`config.mk`:
```
export PLATFORM = sky130hd
export DESIGN_NAME = mfp_top
export DESIGN_NICKNAME = d
export VERILOG_FILES = /design/src/verilog/mfp_pkg.sv /design/src/verilog/mfp_bus.sv /design/src/verilog/mfp_timer.sv /design/src/verilog/mfp_intc.sv /design/src/verilog/mfp_serial.sv /design/src/verilog/mfp_top.sv
export SDC_FILE = /design/constraint.sdc
export NUM_CORES = 1
export LEC_CHECK = 0
export BUFFER_PORTS_ARGS = -buffer_cell sky130_fd_sc_hd__buf_2
export CORE_MARGIN = 8
export CORE_UTILIZATION = 40
export CTS_CLUSTER_SIZE = 12
export DETAILED_ROUTE_END_ITERATION = 7
export PLACE_DENSITY = 0.61
export REMOVE_ABC_BUFFERS = 1
export SKIP_LAST_GASP = 1
export SLEW_MARGIN = 0
export SYNTH_ARGS = -nofsm -noshare
export SYNTH_HDL_FRONTEND = slang
export SYNTH_SLANG_ARGS = --single-unit
```
`constraint.sdc`:
```
create_clock -name iack -period 3.55 [get_ports iack]
set_clock_uncertainty 0.05 [all_clocks]
set_input_delay 0.71 -clock iack [delete_from_list [all_inputs] [get_ports iack]]
set_output_delay 0.71 -clock iack [all_outputs]
set_load 0.02 [all_outputs]
```
`src/verilog/mfp_pkg.sv`:
```
// MFP shared definitions
`default_nettype none

package mfp_pkg;

	// register address map
	typedef logic [3:0] mfp_addr_t;

	localparam mfp_addr_t ADDR_GPIP = 4'd0;
	localparam mfp_addr_t ADDR_AER  = 4'd1;
	localparam mfp_addr_t ADDR_DDR  = 4'd2;
	localparam mfp_addr_t ADDR_IER  = 4'd3;
	localparam mfp_addr_t ADDR_IPR  = 4'd4;
	localparam mfp_addr_t ADDR_ISR  = 4'd5;
	localparam mfp_addr_t ADDR_IMR  = 4'd6;
	localparam mfp_addr_t ADDR_VR   = 4'd7;
	localparam mfp_addr_t ADDR_TACR = 4'd8;
	localparam mfp_addr_t ADDR_TBCR = 4'd9;
	localparam mfp_addr_t ADDR_TADR = 4'd10;
	localparam mfp_addr_t ADDR_TBDR = 4'd11;
	localparam mfp_addr_t ADDR_RSR  = 4'd12;
	localparam mfp_addr_t ADDR_TSR  = 4'd13;
	localparam mfp_addr_t ADDR_UDR  = 4'd14;

	// interrupt sources, higher number wins
	localparam int N_SRC = 8;
	localparam logic [2:0] SRC_GPIO0    = 3'd0;
	localparam logic [2:0] SRC_GPIO1    = 3'd1;
	localparam logic [2:0] SRC_GPIO2    = 3'd2;
	localparam logic [2:0] SRC_GPIO3    = 3'd3;
	localparam logic [2:0] SRC_TIMER_B  = 3'd4;
	localparam logic [2:0] SRC_TX_EMPTY = 3'd5;
	localparam logic [2:0] SRC_RX_FULL  = 3'd6;
	localparam logic [2:0] SRC_TIMER_A  = 3'd7;

	// timer control value to divide ratio, 0 stops the timer
	function automatic logic [7:0] mfp_prescale(input logic [2:0] ctrl);
		case (ctrl)
			3'd1:    return 8'd4;
			3'd2:    return 8'd10;
			3'd3:    return 8'd16;
			3'd4:    return 8'd50;
			3'd5:    return 8'd64;
			3'd6:    return 8'd100;
			3'd7:    return 8'd200;
			default: return 8'd0;
		endcase
	endfunction

	// vector register as written by software, and as sent on acknowledge
	typedef union packed {
		struct packed {
			logic [3:0] base;
			logic       sei;
			logic [2:0] unused;
		} ctrl;
		struct packed {
			logic [3:0] base;
			logic       zero;
			logic [2:0] channel;
		} vec;
	} mfp_vector_u;

endpackage

`default_nettype wire

```
`src/verilog/mfp_bus.sv`:
```
// MFP bus decode and GPIO port
`timescale 1ns/1ps
`default_nettype none

module mfp_bus (
	input  wire               iack,
	input  wire               reset,
	input  wire               sel_i,
	input  wire               we_i,
	input  mfp_pkg::mfp_addr_t addr_i,
	input  wire  [7:0]        wdata_i,
	output logic [7:0]        rdata_o,
	input  wire               int_ack_i,
	input  wire  [7:0]        gpio_i,
	output logic [7:0]        gpio_o,
	output logic [7:0]        gpio_oe_o,
	output logic [3:0]        edge_o,
	output logic              ta_ctrl_we_o,
	output logic              ta_data_we_o,
	output logic              tb_ctrl_we_o,
	output logic              tb_data_we_o,
	input  wire  [2:0]        ta_ctrl_i,
	input  wire  [7:0]        ta_data_i,
	input  wire  [2:0]        tb_ctrl_i,
	input  wire  [7:0]        tb_data_i,
	output logic [4:0]        intc_we_o,
	input  wire  [7:0]        ier_i,
	input  wire  [7:0]        ipr_i,
	input  wire  [7:0]        isr_i,
	input  wire  [7:0]        imr_i,
	input  wire  [7:0]        vr_i,
	input  wire  [7:0]        vector_i,
	output logic              udr_we_o,
	output logic              udr_re_o,
	input  wire  [7:0]        rx_data_i,
	input  wire               rx_avail_i,
	input  wire               tx_full_i
);
	import mfp_pkg::*;

	logic       wr;
	logic       rd;
	logic [7:0] gpip;
	logic [7:0] aer;
	logic [7:0] ddr;
	// synchronized pins and the previous sample of the four irq pins
	logic [7:0] gpio_q;
	logic [3:0] gpio_d;
	logic [3:0] rise;
	logic [3:0] fall;

	assign wr = sel_i & we_i;
	assign rd = sel_i & ~we_i;

	// timer strobes
	assign ta_ctrl_we_o = wr && (addr_i == ADDR_TACR);
	assign tb_ctrl_we_o = wr && (addr_i == ADDR_TBCR);
	assign ta_data_we_o = wr && (addr_i == ADDR_TADR);
	assign tb_data_we_o = wr && (addr_i == ADDR_TBDR);

	// bit order toward intc is IER, IPR, ISR, IMR, VR from bit 0 up
	assign intc_we_o = {wr && (addr_i == ADDR_VR), wr && (addr_i == ADDR_IMR),
		wr && (addr_i == ADDR_ISR), wr && (addr_i == ADDR_IPR),
		wr && (addr_i == ADDR_IER)};

	// serial data register, a read pops the receive FIFO
	assign udr_we_o = wr && (addr_i == ADDR_UDR);
	assign udr_re_o = rd && (addr_i == ADDR_UDR);

	always_ff @(posedge iack) begin
		if (reset) begin
			gpip   <= 8'h00;
			aer    <= 8'h00;
			ddr    <= 8'h00;
			gpio_q <= 8'h00;
			gpio_d <= 4'h0;
		end else begin
			gpio_q <= gpio_i;
			gpio_d <= gpio_q[3:0];
			if (wr && (addr_i == ADDR_GPIP))
				gpip <= wdata_i;
			if (wr && (addr_i == ADDR_AER))
				aer <= wdata_i;
			if (wr && (addr_i == ADDR_DDR))
				ddr <= wdata_i;
		end
	end

	assign gpio_o    = gpip;
	assign gpio_oe_o = ddr;

	// aer bit 1 picks the rising edge
	assign rise   = gpio_q[3:0] & ~gpio_d;
	assign fall   = ~gpio_q[3:0] & gpio_d;
	assign edge_o = (rise & aer[3:0]) | (fall & ~aer[3:0]);

	// acknowledge owns the data bus in its cycle
	always_comb begin
		rdata_o = 8'h00;
		if (int_ack_i) begin
			rdata_o = vector_i;
		end else if (rd) begin
			case (addr_i)
				// input pins read back through the synchronizer
				ADDR_GPIP: rdata_o = (gpio_q & ~ddr) | (gpip & ddr);
				ADDR_AER:  rdata_o = aer;
				ADDR_DDR:  rdata_o = ddr;
				ADDR_IER:  rdata_o = ier_i;
				ADDR_IPR:  rdata_o = ipr_i;
				ADDR_ISR:  rdata_o = isr_i;
				ADDR_IMR:  rdata_o = imr_i;
				ADDR_VR:   rdata_o = vr_i;
				ADDR_TACR: rdata_o = {5'b00000, ta_ctrl_i};
				ADDR_TBCR: rdata_o = {5'b00000, tb_ctrl_i};
				ADDR_TADR: rdata_o = ta_data_i;
				ADDR_TBDR: rdata_o = tb_data_i;
				ADDR_RSR:  rdata_o = {rx_avail_i, 7'b0000000};
				// buffer empty means room for one more byte
				ADDR_TSR:  rdata_o = {~tx_full_i, 7'b0000000};
				ADDR_UDR:  rdata_o = rx_data_i;
				default:   rdata_o = 8'h00;
			endcase
		end
	end

endmodule

`default_nettype wire

```
`src/verilog/mfp_timer.sv`:
```
// MFP delay timer
`timescale 1ns/1ps
`default_nettype none

module mfp_timer (
	input  wire        iack,
	input  wire        reset,
	input  wire        ctrl_we_i,
	input  wire        data_we_i,
	input  wire  [7:0] wdata_i,
	output logic [2:0] ctrl_o,
	output logic [7:0] data_o,
	output logic       done_o
);
	import mfp_pkg::*;

	logic [2:0] ctrl;
	logic [7:0] reload;
	logic [7:0] count;
	logic [7:0] pre_cnt;
	logic       tick;

	// one tick every mfp_prescale(ctrl) cycles
	// stopped, the prescaler sits at zero and never meets its end value
	assign tick = (pre_cnt == mfp_prescale(ctrl) - 8'd1);

	always_ff @(posedge iack) begin
		if (reset) begin
			ctrl    <= 3'd0;
			reload  <= 8'h00;
			count   <= 8'h00;
			pre_cnt <= 8'h00;
		end else begin
			// control write restarts the prescaler
			if (ctrl_we_i) begin
				ctrl    <= wdata_i[2:0];
				pre_cnt <= 8'h00;
			end else if (ctrl == 3'd0 || tick) begin
				pre_cnt <= 8'h00;
			end else begin
				pre_cnt <= pre_cnt + 8'd1;
			end
			// data write wins over a tick in the same cycle
			if (data_we_i) begin
				reload <= wdata_i;
				count  <= wdata_i;
			end else if (tick) begin
				// zero counts as 256, it wraps to 255 first
				count <= (count == 8'd1) ? reload : count - 8'd1;
			end
		end
	end

	assign done_o = tick && (count == 8'd1) && !data_we_i;
	assign ctrl_o = ctrl;
	assign data_o = count;

	// a stopped timer stays quiet even across data writes
	a_stopped_quiet: assert property (@(posedge iack) disable iff (reset)
		(ctrl == 3'd0) |-> !done_o)
		else $error("timer done while stopped");

endmodule

`default_nettype wire

```
`src/verilog/mfp_intc.sv`:
```
// MFP interrupt controller
`timescale 1ns/1ps
`default_nettype none

module mfp_intc (
	input  wire        iack,
	input  wire        reset,
	input  wire  [7:0] src_i,
	input  wire  [4:0] we_i,
	input  wire  [7:0] wdata_i,
	input  wire        int_ack_i,
	output logic [7:0] ier_o,
	output logic [7:0] ipr_o,
	output logic [7:0] isr_o,
	output logic [7:0] imr_o,
	output logic [7:0] vr_o,
	output logic [7:0] vector_o,
	output logic       irq_o
);
	import mfp_pkg::*;

	logic [N_SRC-1:0] ier;
	logic [N_SRC-1:0] ipr;
	logic [N_SRC-1:0] isr;
	logic [N_SRC-1:0] imr;
	logic [N_SRC-1:0] ipr_n;
	logic [N_SRC-1:0] isr_n;
	mfp_vector_u      vr_q;
	mfp_vector_u      vec_w;
	logic [3:0]       pend;
	logic [3:0]       serv;

	// {valid, index} of the highest set bit
	function automatic logic [3:0] hi_bit(input logic [N_SRC-1:0] v);
		logic [3:0] r;
		r = 4'h0;
		for (int i = 0; i < N_SRC; i++) begin
			if (v[i])
				r = {1'b1, 3'(i)};
		end
		return r;
	endfunction

	assign pend  = hi_bit(ipr & imr);
	assign serv  = hi_bit(isr);
	// equal priority in service blocks too
	assign irq_o = pend[3] && (!serv[3] || pend[2:0] > serv[2:0]);

	always_comb begin
		ipr_n = ipr;
		isr_n = isr;
		if (int_ack_i)
			ipr_n[pend[2:0]] = 1'b0;
		// zero bits written to IER, IPR or ISR clear
		if (we_i[0])
			ipr_n = ipr_n & wdata_i;
		if (we_i[1])
			ipr_n = ipr_n & wdata_i;
		if (we_i[2])
			isr_n = isr_n & wdata_i;
		// new events from enabled sources
		ipr_n = ipr_n | (src_i & ier);
		// sei clear moves the acknowledged source into service
		if (int_ack_i && !vr_q.ctrl.sei)
			isr_n[pend[2:0]] = 1'b1;
	end

	always_ff @(posedge iack) begin
		if (reset) begin
			ier  <= '0;
			ipr  <= '0;
			isr  <= '0;
			imr  <= '0;
			vr_q <= '0;
		end else begin
			ipr <= ipr_n;
			isr <= isr_n;
			if (we_i[0])
				ier <= wdata_i;
			if (we_i[3])
				imr <= wdata_i;
			if (we_i[4]) begin
				vr_q.ctrl.base   <= wdata_i[7:4];
				vr_q.ctrl.sei    <= wdata_i[3];
				vr_q.ctrl.unused <= wdata_i[2:0];
			end
		end
	end

	// same byte seen as vector: base, zero, channel
	always_comb begin
		vec_w             = vr_q;
		vec_w.vec.zero    = 1'b0;
		vec_w.vec.channel = pend[2:0];
	end

	assign vector_o = vec_w;
	assign vr_o     = {vr_q.ctrl.base, vr_q.ctrl.sei, vr_q.ctrl.unused};
	assign ier_o    = ier;
	assign ipr_o    = ipr;
	assign isr_o    = isr;
	assign imr_o    = imr;

	// the CPU only acknowledges a raised request
	a_ack_needs_irq: assert property (@(posedge iack) disable iff (reset)
		int_ack_i |-> irq_o)
		else $error("acknowledge without request");

endmodule

`default_nettype wire

```
`src/verilog/mfp_serial.sv`:
```
// MFP serial FIFOs with credits
`timescale 1ns/1ps
`default_nettype none

module mfp_serial #(
	parameter int FIFO_DEPTH = 4,
	parameter int CREDIT_W   = 3
) (
	input  wire        iack,
	input  wire        reset,
	input  wire        udr_we_i,
	input  wire        udr_re_i,
	input  wire  [7:0] wdata_i,
	output logic [7:0] rx_data_o,
	output logic       rx_avail_o,
	output logic       tx_full_o,
	output logic       tx_empty_o,
	input  wire        tx_credit_i,
	output logic       tx_valid_o,
	output logic [7:0] tx_data_o,
	input  wire        rx_valid_i,
	input  wire  [7:0] rx_data_i,
	output logic       rx_credit_o
);
	localparam int AW = $clog2(FIFO_DEPTH);

	logic [7:0]        tx_mem [FIFO_DEPTH];
	logic [7:0]        rx_mem [FIFO_DEPTH];
	// pointers carry one wrap bit above the index
	logic [AW:0]       tx_wp;
	logic [AW:0]       tx_rp;
	logic [AW:0]       rx_wp;
	logic [AW:0]       rx_rp;
	logic [CREDIT_W-1:0] tx_cred;
	logic              tx_push;
	logic              rx_pop;
	logic              rx_full;

	assign tx_empty_o = (tx_wp == tx_rp);
	assign tx_full_o  = (tx_wp == {~tx_rp[AW], tx_rp[AW-1:0]});
	assign rx_avail_o = (rx_wp != rx_rp);
	assign rx_full    = (rx_wp == {~rx_rp[AW], rx_rp[AW-1:0]});

	// full FIFO drops the write
	assign tx_push    = udr_we_i && !tx_full_o;
	assign rx_pop     = udr_re_i && rx_avail_o;
	// one byte leaves per cycle while a credit is held
	assign tx_valid_o = !tx_empty_o && (tx_cred != '0);
	assign tx_data_o  = tx_mem[tx_rp[AW-1:0]];
	assign rx_data_o  = rx_mem[rx_rp[AW-1:0]];

	always_ff @(posedge iack) begin
		if (tx_push)
			tx_mem[tx_wp[AW-1:0]] <= wdata_i;
		if (rx_valid_i)
			rx_mem[rx_wp[AW-1:0]] <= rx_data_i;
	end

	always_ff @(posedge iack) begin
		if (reset) begin
			tx_wp       <= '0;
			tx_rp       <= '0;
			rx_wp       <= '0;
			rx_rp       <= '0;
			tx_cred     <= '0;
			rx_credit_o <= 1'b0;
		end else begin
			if (tx_push)
				tx_wp <= tx_wp + 1'b1;
			if (tx_valid_o)
				tx_rp <= tx_rp + 1'b1;
			if (rx_valid_i)
				rx_wp <= rx_wp + 1'b1;
			if (rx_pop)
				rx_rp <= rx_rp + 1'b1;
			// credit in and byte out may meet in one cycle
			tx_cred     <= tx_cred + CREDIT_W'(tx_credit_i) - CREDIT_W'(tx_valid_o);
			// the freed slot goes back to the I/O controller
			rx_credit_o <= rx_pop;
		end
	end

	// I/O controller must hold a credit, so the FIFO has room
	a_rx_room: assert property (@(posedge iack) disable iff (reset)
		rx_valid_i |-> !rx_full)
		else $error("receive byte with full FIFO");

	a_tx_cred: assert property (@(posedge iack) disable iff (reset)
		(tx_credit_i && !tx_valid_o) |-> (tx_cred != '1))
		else $error("transmit credit overflow");

endmodule

`default_nettype wire

```
`src/verilog/mfp_top.sv`:
```
// MFP lite top level
`timescale 1ns/1ps
`default_nettype none

module mfp_top #(
	parameter int FIFO_DEPTH = 4,
	parameter int CREDIT_W   = 3
) (
	input  wire               iack,
	input  wire               reset,
	input  wire               sel_i,
	input  wire               we_i,
	input  mfp_pkg::mfp_addr_t addr_i,
	input  wire  [7:0]        wdata_i,
	output logic [7:0]        rdata_o,
	input  wire               int_ack_i,
	input  wire  [7:0]        gpio_i,
	output logic [7:0]        gpio_o,
	output logic [7:0]        gpio_oe_o,
	output logic              irq_o,
	input  wire               tx_credit_i,
	output logic              tx_valid_o,
	output logic [7:0]        tx_data_o,
	input  wire               rx_valid_i,
	input  wire  [7:0]        rx_data_i,
	output logic              rx_credit_o
);
	import mfp_pkg::*;

	logic [3:0] edge_w;
	logic       ta_ctrl_we, ta_data_we, tb_ctrl_we, tb_data_we;
	logic [2:0] ta_ctrl, tb_ctrl;
	logic [7:0] ta_data, tb_data;
	logic       ta_done, tb_done;
	logic [4:0] intc_we;
	logic [7:0] ier, ipr, isr, imr, vr, vector;
	logic       udr_we, udr_re;
	logic [7:0] rx_byte;
	logic       rx_avail, tx_full, tx_empty;
	logic [7:0] src;

	// sources in package priority order
	always_comb begin
		src               = 8'h00;
		src[SRC_GPIO0]    = edge_w[0];
		src[SRC_GPIO1]    = edge_w[1];
		src[SRC_GPIO2]    = edge_w[2];
		src[SRC_GPIO3]    = edge_w[3];
		src[SRC_TIMER_B]  = tb_done;
		src[SRC_TX_EMPTY] = tx_empty;
		src[SRC_RX_FULL]  = rx_avail;
		src[SRC_TIMER_A]  = ta_done;
	end

	mfp_bus bus_u (
		.iack(iack), .reset(reset), .sel_i(sel_i), .we_i(we_i), .addr_i(addr_i),
		.wdata_i(wdata_i), .rdata_o(rdata_o), .int_ack_i(int_ack_i),
		.gpio_i(gpio_i), .gpio_o(gpio_o), .gpio_oe_o(gpio_oe_o), .edge_o(edge_w),
		.ta_ctrl_we_o(ta_ctrl_we), .ta_data_we_o(ta_data_we),
		.tb_ctrl_we_o(tb_ctrl_we), .tb_data_we_o(tb_data_we),
		.ta_ctrl_i(ta_ctrl), .ta_data_i(ta_data), .tb_ctrl_i(tb_ctrl), .tb_data_i(tb_data),
		.intc_we_o(intc_we), .ier_i(ier), .ipr_i(ipr), .isr_i(isr), .imr_i(imr),
		.vr_i(vr), .vector_i(vector), .udr_we_o(udr_we), .udr_re_o(udr_re),
		.rx_data_i(rx_byte), .rx_avail_i(rx_avail), .tx_full_i(tx_full)
	);

	mfp_timer ta_u (
		.iack(iack), .reset(reset), .ctrl_we_i(ta_ctrl_we), .data_we_i(ta_data_we),
		.wdata_i(wdata_i), .ctrl_o(ta_ctrl), .data_o(ta_data), .done_o(ta_done)
	);

	mfp_timer tb_u (
		.iack(iack), .reset(reset), .ctrl_we_i(tb_ctrl_we), .data_we_i(tb_data_we),
		.wdata_i(wdata_i), .ctrl_o(tb_ctrl), .data_o(tb_data), .done_o(tb_done)
	);

	mfp_intc intc_u (
		.iack(iack), .reset(reset), .src_i(src), .we_i(intc_we), .wdata_i(wdata_i),
		.int_ack_i(int_ack_i), .ier_o(ier), .ipr_o(ipr), .isr_o(isr), .imr_o(imr),
		.vr_o(vr), .vector_o(vector), .irq_o(irq_o)
	);

	mfp_serial #(.FIFO_DEPTH(FIFO_DEPTH), .CREDIT_W(CREDIT_W)) serial_u (
		.iack(iack), .reset(reset), .udr_we_i(udr_we), .udr_re_i(udr_re),
		.wdata_i(wdata_i), .rx_data_o(rx_byte), .rx_avail_o(rx_avail),
		.tx_full_o(tx_full), .tx_empty_o(tx_empty), .tx_credit_i(tx_credit_i),
		.tx_valid_o(tx_valid_o), .tx_data_o(tx_data_o), .rx_valid_i(rx_valid_i),
		.rx_data_i(rx_data_i), .rx_credit_o(rx_credit_o)
	);

endmodule

`default_nettype wire

```
==> results of run 1 <==
[synthesized netlist by cell type, types with 4 or more instances]
| master | n |
|---|---|
| dfxtp_1 | 150 |
| nor2_1 | 123 |
| nand2_1 | 105 |
| a21oi_1 | 65 |
| edfxtp_1 | 64 |
| clkbuf_1 | 61 |
| mux2i_1 | 61 |
| o21ai_0 | 46 |
| nand3_1 | 35 |
| nor2b_1 | 30 |
| inv_1 | 25 |
| ha_1 | 23 |
| xnor2_1 | 21 |
| mux4_2 | 20 |
| nor3_1 | 17 |
| xor2_1 | 15 |
| and2_1 | 13 |
| and3_1 | 12 |
| a211oi_1 | 10 |
| a22o_1 | 10 |
| a31oi_1 | 10 |
| nand4_1 | 10 |
| nand2b_1 | 9 |
| nor4_1 | 9 |
| o211ai_1 | 9 |
| a22oi_1 | 8 |
| nor2_2 | 8 |
| o221ai_1 | 8 |
| a32oi_1 | 7 |
| or3_1 | 7 |
| buf_1 | 6 |
| mux2_2 | 6 |
| nor3b_1 | 5 |
| o21a_1 | 5 |
| or2_2 | 5 |
| a221oi_1 | 4 |
| buf_2 | 4 |
| buf_6 | 4 |
| o22ai_1 | 4 |
| o31ai_1 | 4 |
[metal layers]
metal  vias up  part of all wire [%]  global-route usage, %
met3        59                   5.1                  2.900
met2       242                    47                  31.08
met1      4001                    45                  24.75
met5         -                     0                      0
met4         0                   2.9                  5.890
li1       4092                     -                      -
[how the worst max path moves through the flow]
stage / to
finish: irq_o
global route: irq_o
CTS: irq_o
detailed placement: rdata_o[5]
global placement: rdata_o[4]
floorplan: ta_u.data_o[0]$_SDFFE_PP0P_
[area by class of cell]
cell class | count | area, sq um
Inverter | 25 | 93.84
Sequential cell | 214 | 4925
Clock inverter | 9 | 72.57
Multi-Input combinational cell | 778 | 5224
Timing Repair Buffer | 116 | 703.2
Fill cell | 2520 | 13880
Clock buffer | 35 | 664.4
Tap cell | 335 | 419.2
[timing repair]
action / CTS / global route
hold endpoints to repair: 0 / 0
resized for setup: 0 / 7
setup endpoints to repair: 0 / 1
setup buffers: 0 / 1
hold buffers: 0 / 0
[power groups by stage]
stage	logic, mW	registers, mW	clock network [mW]
4_1_cts	0.344	2.59	2.40
2_1_floorplan	0.157	2.64	0
3_5_place_dp	0.343	2.65	0
5_1_grt	0.375	2.60	2.50
6_report	0.344	2.59	2.36
3_3_place_gp	0.338	2.65	0
[flip-flops by register name, indices dropped and copies added (netlist names), 4 cells and up, named ones only]
| name | flops |
|---|---|
| tb_u.data_o | 8 |
| intc_u.imr_o | 8 |
| bus_u.gpio_oe_o | 8 |
| tb_u.reload | 8 |
| intc_u.ipr_o | 8 |
| bus_u.gpio_d | 4 |
| serial_u.rx_mem | 32 |
| bus_u.aer | 8 |
| ta_u.reload | 8 |
| serial_u.tx_mem | 32 |
| intc_u.isr_o | 8 |
| ta_u.data_o | 8 |
| intc_u.vr_o | 8 |
| bus_u.gpio_o | 8 |
| ta_u.pre_cnt | 8 |
| tb_u.pre_cnt | 8 |
| intc_u.ier_o | 8 |
| bus_u.gpio_q | 8 |
[cells in the final DEF (no fill, tap or decap), types with 30 or more instances in the layout]
master	n
a21oi_1	63
dfxtp_1	150
nand2_1	104
nor2_1	122
buf_4	49
mux2i_1	61
edfxtp_1	64
buf_2	67
nand3_1	35
o21ai_0	45
nor2b_1	30
[through the flow]
step / utilization [%] / power (mW) / std cells / hold WS (ns)
global route: 46.57 / 5.475 / 1512 / 0.3538
global placement: 43.62 / 2.984 / 1467 / 0.3908
CTS: 46.46 / 5.341 / 1511 / 0.3489
detailed placement: 43.62 / 2.990 / 1467 / 0.3937
floorplan: - / 2.795 / 1017 / 0.3757
finish: 46.57 / 5.302 / 1512 / 0.3559
[logic make-up (layout without fill, tap and decap cells)]
family	count (synthesis)	in the layout	share of synthesized area [%]
AOI/OAI and AO/OA	218	218	13.53
xor gates and xnor gates	36	36	2.986
adders and majority gates	24	24	2.914
buffers and inverters	103	185	4.099
DFF	214	214	46.63
muxes	87	87	10.69
and+or+nand+nor	413	413	19.16
==> impl_metrics.tcl, run 1 <==
set metrics [dict create \
    startpoint_type "flip-flop" \
    synth_warnings 0 \
    drtAntennaViolNets 0 \
    status "complete, no violations" \
    finalMaxSlewViolations 0 \
    first_iter_violations 667 \
    area_growth_pct 14.58 \
    tightest_slew_ns 1.189 \
    via_count 8394 \
    ys_types 74 \
    fin_area_sq_um 12100 \
    cts_tree "yes" \
    wl_mm 30.44 \
    cts_buffers 24 \
    clockPowerShare_pct 44.6 \
    comb_power_share_pct 6.5 \
    clock-sinks 214 \
    h-tree-depth 1 \
    synth_area_leaders "dfxtp_1 28%, edfxtp_1 18%, mux2i_1 5.8%" \
    crit_start "intc_u.imr_o[6]$_SDFFE_PP0P_" \
    wl_per_cell_um 20.13 \
    postSynthCellCount 1095 \
    grt_pass1_vias 8111 \
    synth_area_sq_um 10560 \
    die_x_um 178.5 \
    p_sw_share_pct 23.54 \
    worstPathMaxFanout 4 \
    ios 70 \
    grt_pass1_wl_mm 46.77 \
    ff2ff_setup_slack_ns 0.32 \
    yosysTopAreaCellShare_pct 28.43 \
    ir_drop_mv 0.3807 \
    layout-drive-gt1-share_pct 17.16 \
    cellPowerDensity_nw_per_um2 438.2 \
    grt.total_usage_pct 18.76 \
    crit_family "compound AO/OA/AOI/OAI gates" \
    rsz0062_at_grt "false" \
    dieArea_sq_um 31860 \
    arrival_ns 2.68 \
    drc_errors 0 \
    finalSetupViolations 0 \
    seq_power_share_pct 48.9 \
    clkLatencyLatePin_ns 0.51 \
    min_from "gpio_i[1]" \
    async_flop_share_pct 0 \
    core_sq_um 25980 \
    fmax_ghz 0.2905 \
    switching_power_mw 1.248 \
    die_h_um 178.5 \
    place_area_sq_um 11330 \
    relSlewSlack_pct 20.15 \
    nets 1218 \
    r2r-end "ta_u.data_o[0]$_SDFFE_PP0P_" \
    vias_per_cell 5.552 \
    dr.pass1.iters 5 \
    path_depth 11 \
    antennaDiodeCount 0 \
    setup_slack_ns 0.1074 \
    cp_slowest_cell "dfxtp_1" \
    synth_seq_area_share_pct 46.63 \
    worstSetupPathType "reg -> out" \
    setup-tns-final_ns 0 \
    avgSynthCellArea_sq_um 9.645 \
    ys.flop_type "dfxtp_1" \
    initial_utilization_pct 40.64 \
    r2r_cells 9 \
    worst-path-buf-inv 2 \
    post-route-min-period_ns 3.443 \
    critPathRequiredTime_ns 2.79 \
    ys_seq_elements 214 \
    clock_path_buffers 3 \
    antenna_found_initial 0 \
    r2r_start "ta_u.ctrl_o[1]$_SDFFE_PP0P_" \
    portBuffers 69 \
    max_cap_violations 0 \
    dp_slack_ns 0.2073 \
    min_path_cells 2 \
    p_int_mw 4.054 \
    path_clk_slew_ns 0.06 \
    synth_top_area_cell "dfxtp_1" \
    hpwl_mm 21.72 \
    hold_viol 0 \
    crit_chain "and2_1 -> a21oi_2 -> buf_4 -> nand2b_1 -> ha_1 -> a21o_1 -> a21oi_1 -> a31oi_1 -> a31oi_1 -> nor2_2 -> buf_4" \
    min_to "bus_u.gpio_q[1]$_SDFF_PP0_" \
    synth_edf_count 64 \
    grt_max_degree 80 \
    root_buffer "clkbuf_16" \
    place_congestion 0.9282 \
    grt_overflow_total 0 \
    rows 59 \
    final.period_utilization_pct 96.97 \
    cp-end-kind "output pin" \
    slowest_delay_ns 0.36 \
    worstHoldPathType "in -> reg" \
    power_leakage_nw 4.509 \
]
No activity file was read; power rests on OpenSTA's default activity.
==> run 2: changes to the inputs <==
CORE_UTILIZATION = 46   (was 40)
PLACE_DENSITY = 0.67   (was 0.61)
==> run 2 against run 1 <==
Effect of this change: global-route usage increased by 1.4 points; setup slack got worse by 0.011 ns; first-iteration DRC count decreased by 0.15%; clock power increased by 6%; routed wire length decreased by 4.1%; non-clock buffer count decreased by 7; largest cell class unchanged; die area decreased by 12%; worst hold slack got worse by 0.0022 ns; total power increased by 2.1%; core utilization increased by 6.9 points; sequential power about the same.
==> impl_metrics.tcl, run 2 (synthesized netlist as in run 1, its figures left out) <==
set metrics [dict create \
    finalMaxSlewViolations 0 \
    cts_buffers 24 \
    relSlewSlack_pct 42.64 \
    wl_per_cell_um 20.06 \
    final.period_utilization_pct 97.30 \
    cp-end-kind "output pin" \
    layout-drive-gt1-share_pct 17.01 \
    grt_max_degree 65 \
    cellPowerDensity_nw_per_um2 448.9 \
    worstPathMaxFanout 6 \
    hold_viol 0 \
    nets 1211 \
    vias_per_cell 5.845 \
    antenna_found_initial 0 \
    hold_buffers 0 \
    via_count 8504 \
    critPathRequiredTime_ns 2.79 \
    nFillCells 2026 \
    rows 55 \
    stdcell_count 1455 \
    fmax_ghz 0.2895 \
    max_cap_violations 0 \
    antennaDiodeCount 0 \
    tightest_slew_ns 0.8539 \
    final_common_cell "dfxtp_1" \
    grt_pass1_vias 8082 \
    path_clk_slew_ns 0.06 \
    arrival_ns 2.69 \
    power_leakage_nw 4.513 \
    drtAntennaViolNets 0 \
    clock-sinks 214 \
    grt_overflow_total 0 \
    status "complete, no violations" \
    dp_cells 1410 \
    portBuffers 69 \
    multi_input_area_sq_um 5221 \
    die_x_um 167.5 \
    ios 70 \
    grt_pass1_wl_mm 45.40 \
    drc_errors 0 \
    initial_utilization_pct 46.79 \
    core_sq_um 22570 \
    dieArea_sq_um 28060 \
    setup-tns-final_ns 0 \
    die_h_um 167.5 \
    finalSetupViolations 0 \
    worstHoldPathType "in -> reg" \
    first_iter_violations 666 \
    clkLatencyLatePin_ns 0.51 \
    clock_path_buffers 3 \
    regArea_sq_um 4927 \
    area_growth_pct 14.24 \
    root_buffer "clkbuf_16" \
    dr.pass1.iters 7 \
    grt.total_usage_pct 20.14 \
    final_cell_mix "148 x dfxtp_1, 123 x nor2_1, 104 x nand2_1" \
    ir_drop_mv 0.4857 \
    post-route-min-period_ns 3.454 \
    startpoint_type "flip-flop" \
    hpwl_mm 20.49 \
    place_congestion 0.9562 \
    cts_tree "yes" \
    h-tree-depth 1 \
    worstSetupPathType "reg -> out" \
    wl_mm 29.19 \
]
==> run 2: changes by cell type in the layout (fill, tap and decap cells not counted), sizes merged <==
cell      change
buf           -7
clkbuf        +4
clkinv        -3
clkinvlp      -1
==> run 2: final timing paths <==
kind                                 from                     endpoint  slack, ns  depth (start not counted)
max          intc_u.imr_o[5]$_SDFFE_PP0P_                        irq_o        0.1                         11
max reg2reg   ta_u.ctrl_o[1]$_SDFFE_PP0P_  ta_u.data_o[0]$_SDFFE_PP0P_       0.34                         10
min                             gpio_i[1]   bus_u.gpio_q[1]$_SDFF_PP0_       0.35                          2
min reg2reg   tb_u.reload[2]$_SDFFE_PP0P_  tb_u.reload[2]$_SDFFE_PP0P_       0.40                          2
==> run 2: routing by layer <==
layer | up-vias | wire, um | global-route usage [%]
met5 | - | 0 | 0
met4 | 0 | 1095 | 7.958
met3 | 72 | 1906 | 4.044
met2 | 315 | 13370 | 32.29
met1 | 4048 | 12820 | 26.35
li1 | 4069 | - | -
==> run 2: where the power goes <==
part / internal [mW] / leakage, nW / switching [mW]
clock network: 1.51 / 0.392 / 0.971
logic: 0.121 / 2.33 / 0.216
registers: 2.56 / 1.80 / 0.0324
total: 4.20 / 4.51 / 1.22
==> run 2: area by class of cell <==
type	count	area share, %
multi-input combinational	778	43.28
inverter	25	0.7778
sequential	214	40.84
clock inverter	5	0.4667
timing repair buffer	109	5.475
tap	285	2.956
clock buffer	39	6.212
==> run 2: through the flow <==
step	cell area (sq um)	utilization [%]	worst slack, ns	power [mW]	hold slack [ns]
CTS	12040	53.35	0.03650	5.465	0.3361
finish	12070	53.45	0.09599	5.416	0.3536
global placement	11230	49.76	0.3204	2.976	0.3905
detailed placement	11230	49.76	0.3290	2.980	0.3934
global route	12070	53.45	-0.005624	5.599	0.3423
floorplan	10220	-	0.5359	2.795	0.3757
==> run 2: worst max-delay path: stages, from the launching register on <==
cell and delay (ns):
dfxtp_1 0.41, nand2_1 0.20, nand2_1 0.16, a21oi_2 0.07, nand2b_1 0.22, ha_1 0.35, a21o_1 0.16, a21oi_1 0.14
a31oi_1 0.06, a31oi_1 0.16, nor2_1 0.08, buf_2 0.16
==> run 2: timing repair <==
| action | in CTS | in global routing |
|---|---|---|
| pin swaps | 0 | 1 |
| buffers inserted | 0 | 1 |
| resized for setup | 1 | 5 |
| endpoints found under the setup margin | 1 | 1 |
==> run 3: changes to the inputs <==
CORE_MARGIN = unset   (was 8)
clock period = 3.7 ns   (was 3.55 ns; I/O delays follow)
==> run 3 against run 2 <==
Effect of this change: core utilization fell by 0.65 points; critical path type unchanged; sequential share of layout area rose by 0.50 points; worst hold slack improved by 0.039 ns; setup slack improved by 0.12 ns; clock power fell by 12%; critical path depth rose by 3; register-to-register slack improved by 0.06 ns; critical endpoint unchanged; final cell count fell by 0.62%; design area fell by 1.2%; count of clock-buffer cells in the layout fell by 4; first-iteration DRC count rose by 14%.
==> impl_metrics.tcl, run 3 (synthesized netlist as in run 1, its figures left out) <==
set metrics [dict create \
    drtAntennaViolNets 0 \
    seq_power_share_pct 49.8 \
    stdcell_count 1446 \
    antenna_found_initial 0 \
    worstPathMaxFanout 4 \
    wl_per_cell_um 19.48 \
    portBuffers 69 \
    area_growth_pct 12.84 \
    arrival_ns 2.69 \
    h-tree-depth 1 \
    dieArea_sq_um 23570 \
    cts_buffers 23 \
    fmax_ghz 0.2873 \
    r2r_start "ta_u.ctrl_o[0]$_SDFFE_PP0P_" \
    switching_power_mw 1.139 \
    place_congestion 0.9700 \
    post_cts_buffers 0 \
    cellPowerDensity_nw_per_um2 418.9 \
    min_from "gpio_i[5]" \
    layout-drive-gt1-share_pct 15.59 \
    die_x_um 153.5 \
    path_clk_slew_ns 0.07 \
    finalMaxSlewViolations 0 \
    worstSetupPathType "reg -> out" \
    p_int_mw 3.853 \
    ir_drop_mv 0.4129 \
    cp_slowest_cell "dfxtp_1" \
    grt_pass1_wl_mm 43.48 \
    cp-end-kind "output pin" \
    grt.total_usage_pct 23.73 \
    relSlewSlack_pct 24.98 \
    final_cell_mix "149 x dfxtp_1, 123 x nor2_1, 105 x nand2_1" \
    startpoint_type "flip-flop" \
    clkLatencyLatePin_ns 0.52 \
    tightest_slew_ns 1.117 \
    first_iter_violations 758 \
    worstHoldPathType "in -> reg" \
    grt_max_degree 73 \
    grt_pass1_vias 7790 \
    cts_tree "yes" \
    comb_power_share_pct 6.5 \
    root_buffer "clkbuf_16" \
    grt_overflow_total 0 \
    finalSetupViolations 0 \
    hold_viol 0 \
    clockPowerShare_pct 43.6 \
    clock-sinks 214 \
    rsz0062_at_grt "false" \
    ios 70 \
    wl_mm 28.17 \
    drc_errors 0 \
    dp_cells 1404 \
    setup-tns-final_ns 0 \
    status "complete, no violations" \
    rows 55 \
    clock_path_buffers 3 \
    slowest_delay_ns 0.36 \
    via_count 8476 \
    nets 1203 \
    dr.pass1.iters 5 \
    core_sq_um 22570 \
    final_common_cell "dfxtp_1" \
    crit_chain "nand2_1 -> a32oi_2 -> o21a_1 -> o21ai_0 -> buf_4 -> inv_1 -> ha_1 -> inv_1 -> a21o_1 -> a21oi_1 -> a31oi_1 -> a31oi_1 -> nor2_1 -> buf_2" \
    crit_start "intc_u.ipr_o[2]$_SDFF_PP0_" \
    vias_per_cell 5.862 \
    post-route-min-period_ns 3.480 \
    die_h_um 153.5 \
    power_leakage_nw 4.436 \
    initial_utilization_pct 46.79 \
    p_sw_share_pct 22.81 \
    critPathRequiredTime_ns 2.91 \
    antennaDiodeCount 0 \
    final.period_utilization_pct 94.06 \
    max_cap_violations 0 \
    hpwl_mm 19.58 \
]
==> run 3: changes by cell type in the layout (fill, tap and decap cells not counted), sizes merged <==
cell      before  now
clkinv         3    5
inv           25   26
clkbuf        39   35
buf          109  102
clkinvlp       1    0
==> run 3: path summary, 6_finish.rpt <==
path / to / slack [ns] / cells past startpoint
max: irq_o / 0.22 / 14
min: bus_u.gpio_q[5]$_SDFF_PP0_ / 0.39 / 2
max reg2reg: ta_u.pre_cnt[2]$_SDFF_PP0_ / 0.40 / 9
min reg2reg: ta_u.reload[2]$_SDFFE_PP0P_ / 0.40 / 2
==> run 3: repair_timing <==
| item | in CTS | in global routing |
|---|---|---|
| hold endpoints to repair | 0 | 0 |
| resized for setup | 0 | 2 |
| hold buffers | 0 | 0 |
| endpoints found under the setup margin | 0 | 1 |
==> run 3: layout make-up <==
type | count | area (sq um)
clock inverter | 7 | 57.56
inverter | 25 | 93.84
fill | 2043 | 10650
multi-input combinational | 778 | 5211
tap | 285 | 356.6
sequential | 214 | 4926
clock buffer | 35 | 651.9
timing repair buffer | 102 | 620.6
==> run 3: stage by stage <==
| step | hold WS [ns] | instance area, sq um | util [%] | power [mW] | setup WS [ns] |
|---|---|---|---|---|---|
| 4_1_cts | 0.3861 | 11910 | 52.76 | 5.025 | 0.2105 |
| 2_1_floorplan | 0.3757 | 10220 | - | 2.681 | 0.6859 |
| 5_1_grt | 0.3818 | 11920 | 52.80 | 5.150 | 0.03041 |
| 3_5_place_dp | 0.3939 | 11200 | 49.62 | 2.860 | 0.2207 |
| 6_report | 0.3930 | 11920 | 52.80 | 4.992 | 0.2199 |
| 3_3_place_gp | 0.3911 | 11200 | 49.62 | 2.853 | 0.2903 |
==> run 3: metal layers <==
metal	global-route usage, %	routed length, um	part of all wire [%]
met2	38.46	12860	46
met5	0	0	0
met1	31.69	12420	44
met3	3.579	1875	6.7
met4	10.00	1010	3.6
==> run 3: critical path, delay by kind of cell (launching register included) <==
kind                       cells  cell delay, ns
AOI/OAI and AO/OA              7            1.03
DFF                            1            0.36
buffers and inverters          4            0.46
and+or+nand+nor                2            0.17
adders and majority gates      1            0.16
==> run 3: power groups by stage <==
stage / registers, mW / clock network (mW) / logic [mW]
after floorplan: 2.53 / 0 / 0.150
after global placement: 2.54 / 0 / 0.316
after detailed placement: 2.54 / 0 / 0.321
after CTS: 2.49 / 2.21 / 0.322
after global routing: 2.49 / 2.31 / 0.353
final: 2.49 / 2.18 / 0.325
